### config.mk
export PLATFORM = sky130hd
export DESIGN_NAME = conv_engine
export DESIGN_NICKNAME = d
export VERILOG_FILES = /design/src/conv_pkg.sv /design/src/conv_line_buffer.sv /design/src/conv_kernel_sum.sv /design/src/conv_scan_ctrl.sv /design/src/conv_engine.sv
export VERILOG_INCLUDE_DIRS = /design/src
export SDC_FILE = /design/constraint.sdc
export NUM_CORES = 2
export LEC_CHECK = 0
export ABC_AREA = 1
export ABC_CLOCK_PERIOD_IN_PS = 24500
export BUFFER_PORTS_ARGS = -buffer_cell sky130_fd_sc_hd__buf_2
export CORE_UTILIZATION = 69
export CTS_CLUSTER_DIAMETER = 40
export DETAILED_ROUTE_END_ITERATION = 6
export GPL_TIMING_DRIVEN = 0
export PLACE_DENSITY = 0.86
export SYNTH_ARGS = -nofsm -noshare
export SYNTH_HDL_FRONTEND = slang
export SYNTH_SLANG_ARGS = --single-unit
### constraint.sdc
create_clock -name i_clk -period 24.5 [get_ports i_clk]
set_clock_uncertainty 0.2 [all_clocks]
set_input_delay 3.675 -clock i_clk [delete_from_list [all_inputs] [get_ports i_clk]]
set_output_delay 3.675 -clock i_clk [all_outputs]
set_load 0.01 [all_outputs]
### src/conv_consts.svh
`ifndef CONV_CONSTS_SVH
`define CONV_CONSTS_SVH

// one byte per SRAM bank
`define CONV_PIX_W      8
`define CONV_CHANNELS   16

// 4x4 scanned area around the 2x2 output block
`define CONV_SCAN_W     4

// 3x3 kernel
`define CONV_KSIZE      3
`define CONV_TAPS       9

// two scan rows plus three taps of the current row
`define CONV_LB_DEPTH   11

// full channel sum, dropped fraction bits and rounded output
`define CONV_SUM_W      18
`define CONV_FRAC_W     4
`define CONV_RES_W      14

`define CONV_IDX_W      4

// compute counts where the line buffer holds a complete window
`define CONV_OUT_CYC0   12
`define CONV_OUT_CYC1   13
`define CONV_OUT_CYC2   16
`define CONV_OUT_CYC3   17

`define CONV_LAST_CYC   18

`endif

### src/conv_pkg.sv
`default_nettype none

`include "conv_consts.svh"

package conv_pkg;

    // single SRAM byte
    typedef logic [`CONV_PIX_W-1:0] pixel_t;

    // one byte from every bank in the same cycle
    typedef pixel_t [`CONV_CHANNELS-1:0] chan_pixels_t;

    // kernel taps per channel, index 0 is top-left, index 8 is bottom-right
    typedef pixel_t [`CONV_CHANNELS-1:0][`CONV_TAPS-1:0] tap_window_t;

    // weighted 3x3 sum of one channel, 255 * 16 at most
    typedef logic [`CONV_PIX_W+3:0] chan_sum_t;

    // sum over all selected channels, still with 4 fraction bits
    typedef logic [`CONV_SUM_W-1:0] conv_sum_t;

    typedef logic [`CONV_RES_W-1:0] conv_result_t;

    // number of channels added into each result
    typedef enum logic {
        WIN_8CH  = 1'b0,
        WIN_16CH = 1'b1
    } chan_window_t;

    // x or y position in the SRAM image
    typedef logic [`CONV_IDX_W-1:0] idx_t;

endpackage

`default_nettype wire

### src/conv_line_buffer.sv
`timescale 1ns/1ns
`default_nettype none

`include "conv_consts.svh"

module conv_line_buffer
    import conv_pkg::*;
(
    input  wire logic         i_clk,
    input  wire logic         i_rst_n,
    input  wire logic         i_shift,
    input  wire chan_pixels_t i_sram_data,
    output tap_window_t       o_window
);

    // tap 0 holds the newest byte
    pixel_t line_q [`CONV_CHANNELS][`CONV_LB_DEPTH];

    always_ff @(posedge i_clk or negedge i_rst_n) begin
        if (!i_rst_n) begin
            for (int ch = 0; ch < `CONV_CHANNELS; ch++) begin
                for (int t = 0; t < `CONV_LB_DEPTH; t++) begin
                    line_q[ch][t] <= '0;
                end
            end
        end else if (i_shift) begin
            for (int ch = 0; ch < `CONV_CHANNELS; ch++) begin
                line_q[ch][0] <= i_sram_data[ch];
                for (int t = 1; t < `CONV_LB_DEPTH; t++) begin
                    line_q[ch][t] <= line_q[ch][t-1];
                end
            end
        end
    end

    // kernel row r and column c sit (2-r) scan rows and (2-c) pixels behind tap 0
    for (genvar ch = 0; ch < `CONV_CHANNELS; ch++) begin : g_chan
        for (genvar k = 0; k < `CONV_TAPS; k++) begin : g_tap
            localparam int ROW = k / `CONV_KSIZE;
            localparam int COL = k % `CONV_KSIZE;
            localparam int TAP = (`CONV_KSIZE - 1 - ROW) * `CONV_SCAN_W
                               + (`CONV_KSIZE - 1 - COL);
            assign o_window[ch][k] = line_q[ch][TAP];
        end
    end

endmodule

`default_nettype wire

### src/conv_kernel_sum.sv
`timescale 1ns/1ns
`default_nettype none

`include "conv_consts.svh"

module conv_kernel_sum
    import conv_pkg::*;
(
    input  wire tap_window_t  i_window,
    input  wire chan_window_t i_channel_window,
    output conv_result_t      o_result
);

    localparam int HALF = `CONV_CHANNELS / 2;

    // kernel weights in sixteenths: corner 1, edge 2, centre 4
    function automatic chan_sum_t chan_weighted_sum(input pixel_t [`CONV_TAPS-1:0] taps);
        chan_sum_t acc;
        int        shamt;
        acc = '0;
        for (int k = 0; k < `CONV_TAPS; k++) begin
            shamt = ((k / `CONV_KSIZE) == 1) + ((k % `CONV_KSIZE) == 1);
            acc = acc + (chan_sum_t'(taps[k]) << shamt);
        end
        return acc;
    endfunction

    // pairwise reduction, log2(HALF) adder levels
    function automatic conv_sum_t tree_sum(input chan_sum_t [HALF-1:0] leaves);
        conv_sum_t node [HALF];
        for (int i = 0; i < HALF; i++) begin
            node[i] = conv_sum_t'(leaves[i]);
        end
        for (int step = 1; step < HALF; step = step * 2) begin
            for (int i = 0; i < HALF; i = i + 2 * step) begin
                node[i] = node[i] + node[i+step];
            end
        end
        return node[0];
    endfunction

    chan_sum_t [`CONV_CHANNELS-1:0] chan_sum;
    conv_sum_t                      lo_sum;
    conv_sum_t                      hi_sum;
    conv_sum_t                      full_sum;
    logic                           round_up;

    for (genvar ch = 0; ch < `CONV_CHANNELS; ch++) begin : g_chan
        assign chan_sum[ch] = chan_weighted_sum(i_window[ch]);
    end

    assign lo_sum = tree_sum(chan_sum[HALF-1:0]);
    assign hi_sum = tree_sum(chan_sum[`CONV_CHANNELS-1:HALF]);

    // upper eight channels only join the sum in the 16-channel window
    assign full_sum = lo_sum + ((i_channel_window == WIN_16CH) ? hi_sum : '0);

    // half-up rounding, no increment when the integer part is already all ones
    assign round_up = full_sum[`CONV_FRAC_W-1]
                    && !(&full_sum[`CONV_SUM_W-2:`CONV_FRAC_W]);

    assign o_result = full_sum[`CONV_SUM_W-1:`CONV_FRAC_W] + conv_result_t'(round_up);

endmodule

`default_nettype wire

### src/conv_scan_ctrl.sv
`timescale 1ns/1ns
`default_nettype none

`include "conv_consts.svh"

module conv_scan_ctrl
    import conv_pkg::*;
(
    input  wire logic i_clk,
    input  wire logic i_rst_n,
    input  wire logic i_start,
    input  wire idx_t i_origin_x,
    input  wire idx_t i_origin_y,
    output logic      o_ready,
    output logic      o_finished,
    output idx_t      o_mem_x_index,
    output idx_t      o_mem_y_index,
    output logic      o_shift,
    output logic      o_output_valid
);

    localparam int CNT_W = $clog2(`CONV_LAST_CYC + 1);

    typedef enum logic [1:0] {
        ST_START,
        ST_IDLE,
        ST_COMPUTE,
        ST_FINISH
    } state_t;

    state_t           state;
    state_t           state_nxt;
    logic [CNT_W-1:0] cycle_cnt;
    idx_t             x_cnt;
    idx_t             y_cnt;
    idx_t             x_first;
    idx_t             y_first;
    idx_t             x_last;
    idx_t             y_last;
    logic             accept;
    logic             computing;
    logic             last_cyc;
    logic             out_cyc;

    // scan corners, 4-bit wraparound
    assign x_first = i_origin_x - idx_t'(1);
    assign y_first = i_origin_y - idx_t'(1);
    assign x_last  = i_origin_x + idx_t'(2);
    assign y_last  = i_origin_y + idx_t'(2);

    assign accept    = (state == ST_IDLE) && i_start;
    assign computing = (state == ST_COMPUTE);
    assign last_cyc  = (cycle_cnt == CNT_W'(`CONV_LAST_CYC));

    // counts where a full window has been shifted in
    assign out_cyc = (cycle_cnt == CNT_W'(`CONV_OUT_CYC0))
                  || (cycle_cnt == CNT_W'(`CONV_OUT_CYC1))
                  || (cycle_cnt == CNT_W'(`CONV_OUT_CYC2))
                  || (cycle_cnt == CNT_W'(`CONV_OUT_CYC3));

    always_comb begin
        state_nxt = state;
        case (state)
            ST_START: begin
                state_nxt = ST_IDLE;
            end
            ST_IDLE: begin
                if (i_start) begin
                    state_nxt = ST_COMPUTE;
                end
            end
            ST_COMPUTE: begin
                if (last_cyc) begin
                    state_nxt = ST_FINISH;
                end
            end
            ST_FINISH: begin
                state_nxt = ST_IDLE;
            end
            default: begin
                state_nxt = ST_START;
            end
        endcase
    end

    always_ff @(posedge i_clk or negedge i_rst_n) begin
        if (!i_rst_n) begin
            state     <= ST_START;
            cycle_cnt <= '0;
            x_cnt     <= '0;
            y_cnt     <= '0;
        end else begin
            state <= state_nxt;
            if (accept) begin
                cycle_cnt <= '0;
                x_cnt     <= x_first;
                y_cnt     <= y_first;
            end else if (computing) begin
                if (!last_cyc) begin
                    cycle_cnt <= cycle_cnt + 1'b1;
                end
                // row-major walk, the final index holds until the job ends
                if (x_cnt != x_last) begin
                    x_cnt <= x_cnt + 1'b1;
                end else if (y_cnt != y_last) begin
                    x_cnt <= x_first;
                    y_cnt <= y_cnt + 1'b1;
                end
            end
        end
    end

    assign o_ready        = (state == ST_IDLE);
    assign o_finished     = (state == ST_FINISH);
    assign o_shift        = computing;
    assign o_output_valid = computing && out_cyc;

    // index port parks at zero outside compute
    assign o_mem_x_index = computing ? x_cnt : '0;
    assign o_mem_y_index = computing ? y_cnt : '0;

endmodule

`default_nettype wire

### src/conv_engine.sv
`timescale 1ns/1ns
`default_nettype none

`include "conv_consts.svh"

module conv_engine
    import conv_pkg::*;
(
    input  wire logic         i_clk,
    input  wire logic         i_rst_n,
    input  wire logic         i_start,
    output logic              o_ready,
    output logic              o_finished,
    input  wire idx_t         i_origin_x,
    input  wire idx_t         i_origin_y,
    input  wire chan_window_t i_channel_window,
    output idx_t              o_mem_x_index,
    output idx_t              o_mem_y_index,
    input  wire chan_pixels_t i_sram_data,
    output logic              o_output_valid,
    output conv_result_t      o_output_data
);

    logic        shift;
    tap_window_t window;

    // schedule of reads, shifts and output strobes
    conv_scan_ctrl conv_scan_ctrl_inst (
        .i_clk          (i_clk),
        .i_rst_n        (i_rst_n),
        .i_start        (i_start),
        .i_origin_x     (i_origin_x),
        .i_origin_y     (i_origin_y),
        .o_ready        (o_ready),
        .o_finished     (o_finished),
        .o_mem_x_index  (o_mem_x_index),
        .o_mem_y_index  (o_mem_y_index),
        .o_shift        (shift),
        .o_output_valid (o_output_valid)
    );

    // SRAM data arrives one cycle after its index and is shifted in directly
    conv_line_buffer conv_line_buffer_inst (
        .i_clk       (i_clk),
        .i_rst_n     (i_rst_n),
        .i_shift     (shift),
        .i_sram_data (i_sram_data),
        .o_window    (window)
    );

    conv_kernel_sum conv_kernel_sum_inst (
        .i_window         (window),
        .i_channel_window (i_channel_window),
        .o_result         (o_output_data)
    );

endmodule

`default_nettype wire

==> impl_metrics.tcl <==
set metrics [dict create \
    status "finished with violations" \
    violations "DRC" \
    synthArstFlopShare_pct 100.0 \
    rsz0062_at_grt "false" \
    nets 10774 \
    relSlewSlack_pct 12.23 \
    yosys.area.top_type "dfrtp_1" \
    multi_input_area_um2 42000 \
    max_freq_ghz 0.05310 \
    end_kind "output port" \
    die_width_um 355.5 \
    yosysUniqueCellTypes 49 \
    fillers 7046 \
    firstDrtPassIters 7 \
    wl_per_cell_um 21.17 \
    ys_top_cells_by_area "dfrtp_1, fa_1, inv_1" \
    ys_seq_elements 1423 \
    synthDominantCellAreaShare_pct 41.30 \
    synth_seq_area_share_pct 41.30 \
    synth_common_cells "inv_1, nand2_1, o21ai_0" \
    place_congestion 0.9945 \
    arrival_ns 14.96 \
    ant_nets 0 \
    regArea_um2 35610 \
    vias 65350 \
    via_per_inst 5.884 \
    drt_wl_total_mm 235.2 \
    synth_nets 10414 \
    die_h_um 355.5 \
    cts_buffers 186 \
    dp_hpwl_mm 165.6 \
    tns_ns 0 \
    finalCriticalPeriod_ns 18.83 \
    std_cell_rows 129 \
    final-setup-viol-count 0 \
    postSynthCellCount 8952 \
    track_usage_pct 38.71 \
    hold_path_class "reg -> reg" \
    max_stage_delay_ns 0.61 \
    io_buffers 163 \
    coreArea_um2 123800 \
    antenna_found_initial 6 \
    drive_above_1_share_pct 7.033 \
    finalCritPeriodShare_pct 76.87 \
    clk_pin_slew_ns 0.06 \
    worstSetupStartpointType "register" \
    yosysWarnings 0 \
    synth-edff-count 0 \
    crit_top_cell "fa_1" \
    die-area_um2 126400 \
    synthToLayoutAreaGrowth_pct 11.37 \
    clockBufferDepth 3 \
    hold_violations 0 \
    cts_sinks 1423 \
    cp_slowest_cell "fa_1" \
    worst-path-max-fanout 6 \
    cp.required_ns 20.62 \
    clkLatencyLatePin_ns 0.83 \
    drcViolationCount 42 \
    ctsHoldBuffers 0 \
    syn_avg_cell_area_um2 9.630 \
    yosysMostFrequentCell "inv_1" \
    ios 165 \
    gr-total-overflow 0 \
    syn_area_um2 86210 \
    maxSlewViolCount 0 \
    post-cts-setup-buffers 0 \
    cts_resized 0 \
    cap_violations 0 \
    start_util_pct 69.64 \
    drt_iter0_drc 7303 \
    cts-root-buf "clkbuf_16" \
    grt_max_degree 173 \
    htree_levels 4 \
    grt_pass1_wl_mm 375.3 \
    grt_pass1_vias 70445 \
    cts_tree "yes" \
    synth_ff_type "dfrtp_1" \
    tightest_slew_ns 1.317 \
    path_class "reg -> out" \
]
==> cell usage in the layout (no fill, tap or decap), types with 23 or more instances in the layout <==
cell	n
nand2_1	1899
dfrtp_1	1423
ha_1	373
inv_1	1923
clkbuf_1	193
clkinvlp_4	23
nand3_1	113
xor2_1	93
xnor2_1	98
buf_2	280
clkbuf_16	189
fa_1	949
o21ai_0	1436
nor2_1	68
bufinv_16	24
a21oi_1	156
==> worst max-delay path, delay by kind of cell (launching register included) <==
kind,cells,cell delay (ns)
compound gates,7,1.34
fa+ha+maj,20,9.56
buf+inv,9,0.73
simple gates,13,1.32
xor+xnor,3,0.86
flops,1,0.32
==> cell type report <==
class	count	share of cell area (%)
Antenna cell	1	0.002606
Buffer	317	1.414
Clock buffer	226	5.300
Clock inverter	119	1.648
Inverter	1930	7.547
Multi-Input combinational cell	5282	43.74
Sequential cell	1423	37.09
Tap cell	1637	2.133
Timing Repair Buffer	172	1.123
==> final timing paths <==
kind / end / slack [ns] / startpoint / cells after the start
worst max-delay path: o_output_data[7] / 5.67 / conv_line_buffer_inst.o_window[793] / 52
worst min-delay path: conv_line_buffer_inst.o_window[773] / 0.28 / conv_line_buffer_inst.o_window[781] / 2
worst max register to register: conv_line_buffer_inst.o_window[568] / 19.89 / conv_scan_ctrl_inst.state[0] / 10
worst min register to register: conv_line_buffer_inst.o_window[773] / 0.28 / conv_line_buffer_inst.o_window[781] / 2
max in group asynchronous: conv_line_buffer_inst.o_window[870] / 18.46 / i_rst_n / 5
min in group asynchronous: conv_line_buffer_inst.line_q[904] / 2.55 / i_rst_n / 1
==> cell families after synthesis <==
kind of cell / share of synthesized area, %
AO/OA/AOI/OAI: 9.664
XOR/XNOR: 1.991
adder cells (fa/ha/maj): 27.45
buffers and inverters: 9.978
flip-flops: 41.30
other: 0.004350
AND/OR/NAND/NOR: 9.608
==> sequential cells by signal, indices dropped and copies added (netlist names) <==
register                        flops
conv_line_buffer_inst.line_q      256
conv_line_buffer_inst.o_window   1152
conv_scan_ctrl_inst.cycle_cnt       5
conv_scan_ctrl_inst.state           2
conv_scan_ctrl_inst.x_cnt           4
conv_scan_ctrl_inst.y_cnt           4
==> stage by stage <==
stage / instance area [um2] / util (%) / instances / hold slack [ns] / setup WS, ns
2_1_floorplan: 86210 / - / 8952 / 0.2498 / 8.416
6_report: 96010 / 77.56 / 11107 / 0.2765 / 5.667
3_5_place_dp: 89340 / 72.16 / 10761 / 0.2646 / 6.848
3_3_place_gp: 89080 / 71.95 / 10752 / 0.2534 / -11.26
5_1_grt: 96010 / 77.55 / 11106 / 0.2965 / 5.070
4_1_cts: 96010 / 77.55 / 11106 / 0.2744 / 5.843
==> layer usage <==
layer | global-route usage [%] | part of all wire (%)
met5 | 0 | 0.016
met4 | 24.36 | 7.1
met3 | 9.834 | 9.6
met2 | 61.53 | 48
met1 | 47.79 | 36
Power is left out: the tool's default activity adds up to more than one toggle a clock period on the data nets, which glitch-free logic cannot reach.
